File: config.mk
export PLATFORM = sky130hd
export DESIGN_NAME = lc3b_alu_pipe
export DESIGN_NICKNAME = d
export VERILOG_FILES = /design/src/lc3b_types_pkg.sv /design/src/pipe_pkg.sv /design/src/decode.sv /design/src/execute.sv /design/src/lc3b_alu_pipe.sv /design/src/regfile.sv /design/src/stream_fifo.sv
export VERILOG_INCLUDE_DIRS = /design/src
export SDC_FILE = /design/constraint.sdc
export NUM_CORES = 1
export LEC_CHECK = 0
export BUFFER_PORTS_ARGS = -buffer_cell sky130_fd_sc_hd__buf_2
export CAP_MARGIN = 5
export CELL_PAD_IN_SITES_DETAIL_PLACEMENT = 1
export CELL_PAD_IN_SITES_GLOBAL_PLACEMENT = 2
export CORE_ASPECT_RATIO = 1.25
export CORE_UTILIZATION = 48
export DETAILED_ROUTE_END_ITERATION = 7
export GPL_ROUTABILITY_DRIVEN = 0
export PLACE_DENSITY_LB_ADDON = 0.2
export SLEW_MARGIN = 20
export SYNTH_ARGS = -nofsm -noshare
export SYNTH_HDL_FRONTEND = slang
export SYNTH_HIERARCHICAL = 1
export SYNTH_SLANG_ARGS = --single-unit
File: constraint.sdc
create_clock -name clk -period 3.7 [get_ports clk]
set_input_delay 0.74 -clock clk [delete_from_list [all_inputs] [get_ports clk]]
set_output_delay 0.74 -clock clk [all_outputs]
set_load 0.005 [all_outputs]
File: src/lc3b_params.svh
`ifndef LC3B_PARAMS_SVH
`define LC3B_PARAMS_SVH

// instruction queue entries between the input port and decode.
`define IN_FIFO_DEPTH 4

// retire queue entries between execute and the output port.
`define RET_FIFO_DEPTH 4

// architectural general purpose registers R0 to R7.
`define NUM_REGS 8

`endif

File: src/lc3b_types_pkg.sv
`default_nettype none

package lc3b_types_pkg;

	typedef logic [15:0] lc3b_word;
	typedef logic [2:0]  lc3b_reg;

	// condition code bits are ordered n, z, p from msb to lsb.
	typedef logic [2:0]  lc3b_cc;

	typedef enum logic [3:0] {
		op_br   = 4'b0000,
		op_add  = 4'b0001,
		op_ldb  = 4'b0010,
		op_stb  = 4'b0011,
		op_jsr  = 4'b0100,
		op_and  = 4'b0101,
		op_ldr  = 4'b0110,
		op_str  = 4'b0111,
		op_rti  = 4'b1000,
		op_not  = 4'b1001,
		op_ldi  = 4'b1010,
		op_sti  = 4'b1011,
		op_jmp  = 4'b1100,
		op_shf  = 4'b1101,
		op_lea  = 4'b1110,
		op_trap = 4'b1111
	} lc3b_opcode;

	// alu_pass forwards operand a untouched.
	typedef enum logic [1:0] {
		alu_add,
		alu_and,
		alu_not,
		alu_pass
	} lc3b_aluop;

endpackage

`default_nettype wire

File: src/pipe_pkg.sv
`default_nettype none

package pipe_pkg;

	import lc3b_types_pkg::*;

	// one fetched instruction with the address it came from.
	typedef struct packed {
		lc3b_word pc;
		lc3b_word inst;
	} inst_entry;

	// one retired instruction as seen at the output port.
	// cc is the code after the instruction, whether it changed it or not.
	typedef struct packed {
		lc3b_word pc;
		lc3b_reg  dest;
		lc3b_word value;
		logic     wrote;
		lc3b_cc   cc;
	} retire_entry;

endpackage

`default_nettype wire

File: src/decode.sv
`timescale 1ns/10ps
`default_nettype none

module decode import lc3b_types_pkg::*; (
	input  logic      clk,
	input  logic      rst,
	input  logic      in_valid,
	output logic      in_ready,
	input  lc3b_word  in_pc,
	input  lc3b_word  in_inst,
	input  logic      wb_en,
	input  lc3b_reg   wb_dest,
	input  lc3b_word  wb_value,
	input  lc3b_word  fwd_value,
	output logic      ex_valid,
	output lc3b_word  ex_pc,
	output lc3b_word  ex_inst,
	output lc3b_reg   ex_dest,
	output lc3b_word  ex_a,
	output lc3b_word  ex_b,
	output lc3b_aluop ex_aluop,
	output logic      ex_writes,
	input  logic      ex_ready
);

	lc3b_opcode opcode;
	lc3b_reg    src_a;
	lc3b_reg    src_b;
	lc3b_word   reg_a;
	lc3b_word   reg_b;
	lc3b_word   opnd_a;
	lc3b_word   opnd_b;
	lc3b_word   imm5;
	lc3b_aluop  aluop;
	logic       writes;
	logic       use_imm;

	assign opcode = lc3b_opcode'(in_inst[15:12]);
	assign src_a  = in_inst[8:6];
	assign src_b  = in_inst[2:0];
	assign imm5   = {{11{in_inst[4]}}, in_inst[4:0]};

	regfile u_regfile (
		.clk      (clk),
		.rst      (rst),
		.load     (wb_en),
		.dest     (wb_dest),
		.in_value (wb_value),
		.src_a    (src_a),
		.src_b    (src_b),
		.reg_a    (reg_a),
		.reg_b    (reg_b)
	);

	// the instruction in the stage register only writes back when it leaves,
	// which is exactly when a new one is loaded, so its result is taken here.
	always_comb begin
		opnd_a = reg_a;
		opnd_b = reg_b;
		if (ex_valid && ex_writes && ex_dest == src_a) begin
			opnd_a = fwd_value;
		end
		if (ex_valid && ex_writes && ex_dest == src_b) begin
			opnd_b = fwd_value;
		end
	end

	always_comb begin
		aluop   = alu_pass;
		writes  = 1'b0;
		use_imm = 1'b0;
		case (opcode)
			op_add: begin
				aluop   = alu_add;
				writes  = 1'b1;
				use_imm = in_inst[5];
			end
			op_and: begin
				aluop   = alu_and;
				writes  = 1'b1;
				use_imm = in_inst[5];
			end
			op_not: begin
				aluop  = alu_not;
				writes = 1'b1;
			end
			default: ;
		endcase
	end

	assign in_ready = !ex_valid || ex_ready;

	always_ff @(posedge clk) begin
		if (rst) begin
			ex_valid <= 1'b0;
		end else if (in_ready) begin
			ex_valid <= in_valid;
		end
	end

	always_ff @(posedge clk) begin
		if (in_ready && in_valid) begin
			ex_pc     <= in_pc;
			ex_inst   <= in_inst;
			ex_dest   <= in_inst[11:9];
			ex_a      <= opnd_a;
			ex_b      <= use_imm ? imm5 : opnd_b;
			ex_aluop  <= aluop;
			ex_writes <= writes;
		end
	end

endmodule

`default_nettype wire

File: src/execute.sv
`timescale 1ns/10ps
`default_nettype none

module execute
	import lc3b_types_pkg::*;
	import pipe_pkg::*;
(
	input  logic        ex_valid,
	input  lc3b_word    ex_pc,
	input  lc3b_reg     ex_dest,
	input  lc3b_word    ex_a,
	input  lc3b_word    ex_b,
	input  lc3b_aluop   ex_aluop,
	input  logic        ex_writes,
	output logic        ex_ready,
	input  logic        clk,
	input  logic        rst,
	output logic        ret_valid,
	input  logic        ret_ready,
	output retire_entry ret_data,
	output logic        wb_en,
	output lc3b_reg     wb_dest,
	output lc3b_word    wb_value,
	output lc3b_word    fwd_value
);

	lc3b_word alu_out;
	lc3b_cc   new_cc;
	lc3b_cc   cc_q;
	logic     xfer;

	always_comb begin
		case (ex_aluop)
			alu_add: alu_out = ex_a + ex_b;
			alu_and: alu_out = ex_a & ex_b;
			alu_not: alu_out = ~ex_a;
			default: alu_out = ex_a;
		endcase
	end

	always_comb begin
		if (alu_out[15]) begin
			new_cc = 3'b100;
		end else if (alu_out == '0) begin
			new_cc = 3'b010;
		end else begin
			new_cc = 3'b001;
		end
	end

	assign ret_valid = ex_valid;
	assign ex_ready  = ret_ready;
	assign xfer      = ex_valid && ret_ready;

	assign wb_en     = xfer && ex_writes;
	assign wb_dest   = ex_dest;
	assign wb_value  = alu_out;
	assign fwd_value = alu_out;

	assign ret_data.pc    = ex_pc;
	assign ret_data.dest  = ex_dest;
	assign ret_data.value = alu_out;
	assign ret_data.wrote = ex_writes;
	assign ret_data.cc    = ex_writes ? new_cc : cc_q;

	// the code starts at z, as if the last result had been zero.
	always_ff @(posedge clk) begin
		if (rst) begin
			cc_q <= 3'b010;
		end else if (wb_en) begin
			cc_q <= new_cc;
		end
	end

endmodule

`default_nettype wire

File: src/lc3b_alu_pipe.sv
`timescale 1ns/10ps
`default_nettype none
`include "lc3b_params.svh"

module lc3b_alu_pipe
	import lc3b_types_pkg::*;
	import pipe_pkg::*;
(
	input  logic     clk,
	input  logic     rst,
	input  logic     inst_valid,
	output logic     inst_ready,
	input  lc3b_word inst_pc,
	input  lc3b_word inst_data,
	output logic     ret_valid,
	input  logic     ret_ready,
	output lc3b_word ret_pc,
	output lc3b_reg  ret_dest,
	output lc3b_word ret_value,
	output logic     ret_wrote,
	output lc3b_cc   ret_cc
);

	inst_entry   in_entry;
	inst_entry   dec_entry;
	logic        dec_valid;
	logic        dec_ready;
	logic        ex_valid;
	lc3b_word    ex_pc;
	lc3b_reg     ex_dest;
	lc3b_word    ex_a;
	lc3b_word    ex_b;
	lc3b_aluop   ex_aluop;
	logic        ex_writes;
	logic        ex_ready;
	logic        wb_en;
	lc3b_reg     wb_dest;
	lc3b_word    wb_value;
	lc3b_word    fwd_value;
	logic        push_valid;
	logic        push_ready;
	retire_entry push_entry;
	retire_entry ret_entry;

	assign in_entry.pc   = inst_pc;
	assign in_entry.inst = inst_data;

	stream_fifo #(.payload_t(inst_entry), .DEPTH(`IN_FIFO_DEPTH)) in_queue (
		.clk(clk), .rst(rst),
		.in_valid(inst_valid), .in_ready(inst_ready), .in_data(in_entry),
		.out_valid(dec_valid), .out_ready(dec_ready), .out_data(dec_entry)
	);

	decode u_decode (
		.clk(clk), .rst(rst),
		.in_valid(dec_valid), .in_ready(dec_ready),
		.in_pc(dec_entry.pc), .in_inst(dec_entry.inst),
		.wb_en(wb_en), .wb_dest(wb_dest), .wb_value(wb_value), .fwd_value(fwd_value),
		.ex_valid(ex_valid), .ex_pc(ex_pc), .ex_inst(), .ex_dest(ex_dest),
		.ex_a(ex_a), .ex_b(ex_b), .ex_aluop(ex_aluop), .ex_writes(ex_writes),
		.ex_ready(ex_ready)
	);

	execute u_execute (
		.ex_valid(ex_valid), .ex_pc(ex_pc), .ex_dest(ex_dest), .ex_a(ex_a), .ex_b(ex_b),
		.ex_aluop(ex_aluop), .ex_writes(ex_writes), .ex_ready(ex_ready),
		.clk(clk), .rst(rst),
		.ret_valid(push_valid), .ret_ready(push_ready), .ret_data(push_entry),
		.wb_en(wb_en), .wb_dest(wb_dest), .wb_value(wb_value), .fwd_value(fwd_value)
	);

	stream_fifo #(.payload_t(retire_entry), .DEPTH(`RET_FIFO_DEPTH)) ret_queue (
		.clk(clk), .rst(rst),
		.in_valid(push_valid), .in_ready(push_ready), .in_data(push_entry),
		.out_valid(ret_valid), .out_ready(ret_ready), .out_data(ret_entry)
	);

	assign ret_pc    = ret_entry.pc;
	assign ret_dest  = ret_entry.dest;
	assign ret_value = ret_entry.value;
	assign ret_wrote = ret_entry.wrote;
	assign ret_cc    = ret_entry.cc;

endmodule

`default_nettype wire

File: src/regfile.sv
`timescale 1ns/10ps
`default_nettype none
`include "lc3b_params.svh"

module regfile import lc3b_types_pkg::*; (
	input  logic     clk,
	input  logic     rst,
	input  logic     load,
	input  lc3b_reg  dest,
	input  lc3b_word in_value,
	input  lc3b_reg  src_a,
	input  lc3b_reg  src_b,
	output lc3b_word reg_a,
	output lc3b_word reg_b
);

	lc3b_word regs [`NUM_REGS];

	always_ff @(posedge clk) begin
		if (rst) begin
			for (int i = 0; i < `NUM_REGS; i++) begin
				regs[i] <= '0;
			end
		end else if (load) begin
			regs[dest] <= in_value;
		end
	end

	// reads see the value before this cycle's write.
	assign reg_a = regs[src_a];
	assign reg_b = regs[src_b];

endmodule

`default_nettype wire

File: src/stream_fifo.sv
`timescale 1ns/10ps
`default_nettype none

module stream_fifo #(
	parameter type payload_t = logic [31:0],
	parameter int  DEPTH = 4
) (
	input  logic     clk,
	input  logic     rst,
	input  logic     in_valid,
	output logic     in_ready,
	input  payload_t in_data,
	output logic     out_valid,
	input  logic     out_ready,
	output payload_t out_data
);

	localparam int PTR_W = (DEPTH > 1) ? $clog2(DEPTH) : 1;
	localparam int CNT_W = $clog2(DEPTH + 1);

	payload_t mem [DEPTH];

	logic [PTR_W-1:0] wr_ptr;
	logic [PTR_W-1:0] rd_ptr;
	logic [CNT_W-1:0] count;
	logic             push;
	logic             pop;

	function automatic logic [PTR_W-1:0] next_ptr(input logic [PTR_W-1:0] ptr);
		if (ptr == PTR_W'(DEPTH - 1)) begin
			return '0;
		end
		return ptr + 1'b1;
	endfunction

	assign in_ready  = (count != CNT_W'(DEPTH));
	assign out_valid = (count != '0);
	assign push      = in_valid && in_ready;
	assign pop       = out_valid && out_ready;
	assign out_data  = mem[rd_ptr];

	always_ff @(posedge clk) begin
		if (push) begin
			mem[wr_ptr] <= in_data;
		end
	end

	// a push and a pop in the same cycle leave the count as it is.
	always_ff @(posedge clk) begin
		if (rst) begin
			wr_ptr <= '0;
			rd_ptr <= '0;
			count  <= '0;
		end else begin
			if (push) begin
				wr_ptr <= next_ptr(wr_ptr);
			end
			if (pop) begin
				rd_ptr <= next_ptr(rd_ptr);
			end
			if (push && !pop) begin
				count <= count + 1'b1;
			end else if (pop && !push) begin
				count <= count - 1'b1;
			end
		end
	end

endmodule

`default_nettype wire
# ---- Word level (Yosys, flattened, before mapping)
# Memories as Yosys holds them, arrays and structs flattened. A register that Yosys moved wholly into a read port is not among the register bits.
# Index checks and enable logic that the tools add are counted.
dict set report word_totals {
  n_memories 3
  output_inout_bits 41
  word_cells 118
  input_bits 36
  ram_bits 412
  reg_bits 72
}
dict set report op_classes {
  n_bitwise 2
  n_reduce_logical 27
  eq_ne 13
  n_addsub 9
  mux 50
}
# name depth width read_ports rd_clocked_by_memory_dff wr line_no
set mem_list {}
lappend mem_list {ret_queue.mem 4 39 1 1 1 stream_fifo.sv:21} ;# payload_t mem [DEPTH];
lappend mem_list {in_queue.mem 4 32 1 1 1 stream_fifo.sv:21}
lappend mem_list {u_decode.u_regfile.regs 8 16 2 0 8 regfile.sv:17} ;# lc3b_word regs [`NUM_REGS];
# cell n
set op_table {}
lappend op_table {{16-bit two-way mux} 4}
lappend op_table {{16-bit case mux with 3 select lines} 1}
lappend op_table {{2-bit two-way mux} 13}
lappend op_table {{1-bit two-way mux} 24}
lappend op_table {{3-bit two-way mux} 7}
lappend op_table {{16-bit adder} 1}
lappend op_table {{16-bit bitwise AND} 1}
lappend op_table {{16-bit zero test} 1}
lappend op_table {{16-bit inverter} 1}
lappend op_table {{16-bit OR reduction} 1}
lappend op_table {{1-bit logical AND} 12}
lappend op_table {{2-bit equality test, second input constant} 5}
lappend op_table {{2-bit by 1-bit adder with 2-bit output, second input constant} 4}
lappend op_table {{3-bit by 1-bit adder with 3-bit output, second input constant} 2}
lappend op_table {{3-bit equality test} 2}
lappend op_table {{3-bit != test, second input constant} 2}
lappend op_table {{2-bit case mux with 3 select lines} 1}
lappend op_table {{3-bit nonzero test} 2}
lappend op_table {{3-bit by 1-bit subtractor with 3-bit output, second input constant} 2}
lappend op_table {{1-bit zero test} 5}
lappend op_table {{4-bit by 1-bit equality test with 1-bit output, second input constant} 1}
lappend op_table {{4-bit by 3-bit equality test with 1-bit output, second input constant} 1}
lappend op_table {{4-bit equality test, second input constant} 1}
lappend op_table {{2-bit nonzero test} 2}
lappend op_table {{5 further kinds} 5}

# ---- Depth between registers and ports, before layout
dict set report logic_depth {
  word_depth 8
  depth_mapped 13
  ltp_nobuf 12
}

# ---- Cells and area by module
# The synthesis kept the hierarchy.
# mod instances cells_per_inst seq_area_each_um2 area_per_inst_um2
set by_module_without_submodules {}
lappend by_module_without_submodules {regfile 1 430 3843.7 6975.4}
lappend by_module_without_submodules {{stream_fifo (ret_queue)} 1 251 4864.7 6089.6}
lappend by_module_without_submodules {{stream_fifo (in_queue)} 1 215 4023.9 5084.9}
lappend by_module_without_submodules {decode 1 147 2031.9 2717.6}
lappend by_module_without_submodules {execute 1 269 60.1 1933.1}

# ---- Least setup slack after synthesis
# No wires, ideal clock.
dict set report synth_path {
  path_kind {reg-to-reg}
  startpoint {register ret_queue.count[0]}
  endpoint {register u_decode.ex_a[0], enable pin}
  path_stages_with_launch 6
  arrival_time_ns 2.473
  required_ns 3.268
  path_slack_ns 0.795
  synth_period_minus_slack_ns 2.905
  path_buffers 2
  setup_ns 0.432
  cell_sequence {dfxtp_1 > or3b_1 > clkbuf_2 > buf_4 > nand2b_1 > and2_1}
}
dict set report synth_between {
  elab_chain_len 3
}
# item line_no
set synth_lines {}
lappend synth_lines {{start, declared} stream_fifo.sv:25} ;# logic [CNT_W-1:0] count;
lappend synth_lines {{start signal, assigned} stream_fifo.sv:62} ;# count <= count + 1'b1;
lappend synth_lines {{start signal, assigned} stream_fifo.sv:64} ;# count <= count - 1'b1;
lappend synth_lines {{3-bit != test} stream_fifo.sv:36} ;# assign in_ready = (count != CNT_W'(DEPTH));
lappend synth_lines {{net push_ready} lc3b_alu_pipe.sv:41} ;# logic push_ready;
lappend synth_lines {{1-bit logical OR} decode.sv:91} ;# assign in_ready = !ex_valid || ex_ready;
lappend synth_lines {{net dec_ready} lc3b_alu_pipe.sv:27} ;# logic dec_ready;
lappend synth_lines {{1-bit logical AND} decode.sv:102} ;# if (in_ready && in_valid) begin
lappend synth_lines {{end signal, assigned} decode.sv:106} ;# ex_a <= opnd_a;
lappend synth_lines {{end, declared} decode.sv:19} ;# output lc3b_word ex_a,
# The timed path passes the listed nets, and every way through them passes these cells.
# A chain may end at the register's enable or synchronous reset.

==> results.tsv <==
stage	metric	value	unit
drt	route.vias.total	11770	
cells_and_area	drive_above_1_share	0.2786	
global_route	grt_overflow	0	
global_route	grt_use_met2	0.3944	
timing	fin_crit_sh	0.9247	
clock_tree	clkSinkCount	488	
floorplan	die_area	47510	um^2
hold_path	whs_endpoint	in_queue/mem[0][30]	
timing	skew	0.01531	ns
placement	io_buffers	76	
cells_and_area	layout_commonest_cell	edfxtp_1	
yosys	netlist_instances	1296	
global_route	gr-usage-met3	0.02713	
worst_setup_path	r2r_cells	10	
placement	dp_hpwl	32770	um
clock_tree	cts_setup_buffers	0	
cells_and_area	stdcell_area	24880	um^2
floorplan	core	46130	um^2
worst_setup_path	cp_max_fo	8	
cells_and_area	multi_input_area	6949	um^2
timing	fin_ws	0.2786	ns
hold_path	holdCritStartpoint	inst_pc[14]	
pwr	switching_power	7.411	mW
clock_tree	clk_pin_slew	0.06	ns
global_route	grt_first_pass_wirelength	78270	um
clock_tree	cts_buffers	48	
pwr	switching_share	0.3443	
worst_setup_path	crit_arrival	3.82	ns
timing	hold_viol	0	
yosys	netlist_area	22390	um^2
yosys	syn_nets	1363	
global_route	antenna_found_initial	2	
clock_tree	clockBufferDepth	3	
cells_and_area	nets	1410	
pwr	power_density	865.1	nW/um^2
status	violations	design-rule violations	
worst_setup_path	reg2reg_from	u_decode/ex_a[0]	
status	run_status	finished, violations left	
worst_setup_path	crit_buf_inv	2	
timing	slew_viol_final	0	
timing	tightest_slew	1.072	ns
worst_setup_path	end_kind	flop	
floorplan	die_w	195.2	um
worst_setup_path	critical_path_depth	10	
timing	max_slew_margin	0.2780	
job	drv_cap	0	
worst_setup_path	critical_path_class	flop to flop	
floorplan	die_h	243.5	um
cells_and_area	syn2layout_area_growth	11.13	%
worst_setup_path	cp_slowest_cell	o21ai_0	
clock_tree	cts_tree	built	
hold_path	hp-class	input port to flop	
clock_tree	cts-htree-levels	2	
drt	wl_per_cell	26.20	um
placement	post_dp_cell_area	23170	um^2
worst_setup_path	path_cells	ha_1 -> inv_1 -> fa_1 -> nand2b_1 -> a21o_1 -> nand2_1 -> xnor2_1 -> o21ai_0 -> clkinv_1 -> nor3_1	
placement	pre_cts_ws	0.3429	ns
yosys	syn_area_per_cell	17.27	um^2
clock_tree	root_buffer	clkbuf_16	
clock_tree	cts_hold_buf	0	
timing	fin_crit	3.421	ns
pwr	seq_power_share	0.378	
worst_setup_path	critical-path-top-delay-family	compound AO/OA/AOI/OAI gates	
timing	fmax	292.3	MHz
global_route	grt.busiest_layer	met2	
floorplan	initial_core_util	0.4853	
pwr	clkPwrFrac	0.243	
pwr	max-vdd-ir-drop	480.3	uV
cells_and_area	num-fill-cells	4205	
timing	fin_setup_tns	0	ns
pwr	p_leak	8.581	nW
cells_and_area	area.sequential	14440	um^2
drt	drt-pass1-iter-count	7	
global_route	track_usage	0.2208	
global_route	grt_pass1_vias	12710	
floorplan	ios	77	
drt	vias_per_cell	5.976	
global_route	grt_max_degree	63	
drt	drtAntennaViolNets	0	
global_route	grt_use_met1	0.2821	
worst_setup_path	slowest_delay	0.83	ns
drt	routed_wl	51600	um
timing	finalSetupViolCount	0	
drt	first_iter_violations	720	
clock_tree	clkLatencyLatePin	0.58	ns
yosys	yosys_warnings	6	
timing	rsz0062_at_grt	no	
clock_tree	cts_resized	0	
hold_path	hold_path_depth	1	
pwr	p_comb_frac	0.378	
worst_setup_path	reg2reg_slack	0.28	ns
worst_setup_path	worstReg2RegEnd	u_decode/u_regfile/regs[5][6]	
drt	drc	1	
pwr	intPower	14.11	mW
cells_and_area	post-route-util	0.5393	
cells_and_area	mostFrequentLayoutCells	edfxtp_1 (466), nor3_1 (126), buf_2 (76)	
worst_setup_path	start_kind	flop	
worst_setup_path	cp.required	4.10	ns
floorplan	rows	88	
-- how the worst max path moves through the flow --
stage / to / from / slack [ns]
after floorplan: u_decode/u_regfile/regs[4][0] / ret_queue/count[0] / 0.82
after global placement: ret_queue/mem[0][0] / u_decode/ex_a[4] / 0.47
after detailed placement: u_decode/u_regfile/regs[5][6] / u_decode/ex_a[0] / 0.34
after CTS: u_decode/u_regfile/regs[5][6] / u_decode/ex_a[0] / 0.32
after global routing: u_decode/u_regfile/regs[0][15] / u_decode/ex_a[4] / 0.07
final: u_decode/u_regfile/regs[5][6] / u_decode/ex_a[0] / 0.28
-- layout make-up --
cell class / instances / share of cell area
clock inverter: 32 / 0.01760
timing repair buffer: 136 / 0.03691
tap: 585 / 0.02942
sequential: 488 / 0.5803
antenna: 2 / 0.0002012
clock buffer: 57 / 0.05084
inverter: 36 / 0.005431
multi-input combinational: 633 / 0.2793
-- flip-flops by register name, indices dropped and copies added (netlist names), named ones only --
name,count
ret_queue/mem,156
in_queue/mem,128
u_decode/u_regfile/regs,128
u_decode/ex_a,16
u_decode/ex_b,16
u_decode/ex_pc,16
in_queue/count,3
ret_queue/count,3
u_decode/ex_inst,3
u_execute/cc_q,3
in_queue/rd_ptr,2
in_queue/wr_ptr,2
ret_queue/rd_ptr,2
ret_queue/wr_ptr,2
u_decode/ex_aluop,2
u_decode/ex_valid,1
u_decode/ex_writes,1
-- worst reg2reg max path, cell delays in order (launching register included) --
cell and delay (ns):
edfxtp_1 0.35, ha_1 0.18, inv_1 0.07, fa_1 0.40, nand2b_1 0.22, a21o_1 0.24
nand2_1 0.09, xnor2_1 0.06, o21ai_0 0.83, clkinv_1 0.50, nor3_1 0.31
-- layer usage --
metal / part of all wire / routed length, um
met3: 0.036 / 1842
met2: 0.52 / 26980
met4: 0.021 / 1065
met5: 0 / 0
met1: 0.42 / 21700
-- power groups by stage --
stage | Clock [mW] | Sequential, mW | Combinational, mW
2_1_floorplan | 0 | 7.94 | 6.30
3_3_place_gp | 0 | 8.18 | 8.03
6_report | 5.24 | 8.15 | 8.14
5_1_grt | 5.53 | 8.26 | 8.79
3_5_place_dp | 0 | 8.28 | 8.17
4_1_cts | 5.36 | 8.17 | 8.22
-- metrics by stage --
stage / power, mW / hold WS, ns / cells
floorplan: 14.24 / 0.4278 / 1296
global placement: 16.22 / 0.4436 / 1878
detailed placement: 16.45 / 0.4497 / 1878
CTS: 21.75 / 0.3539 / 1967
global route: 22.58 / 0.3689 / 1969
finish: 21.52 / 0.3837 / 1969
(Power assumes the default switching activity.)
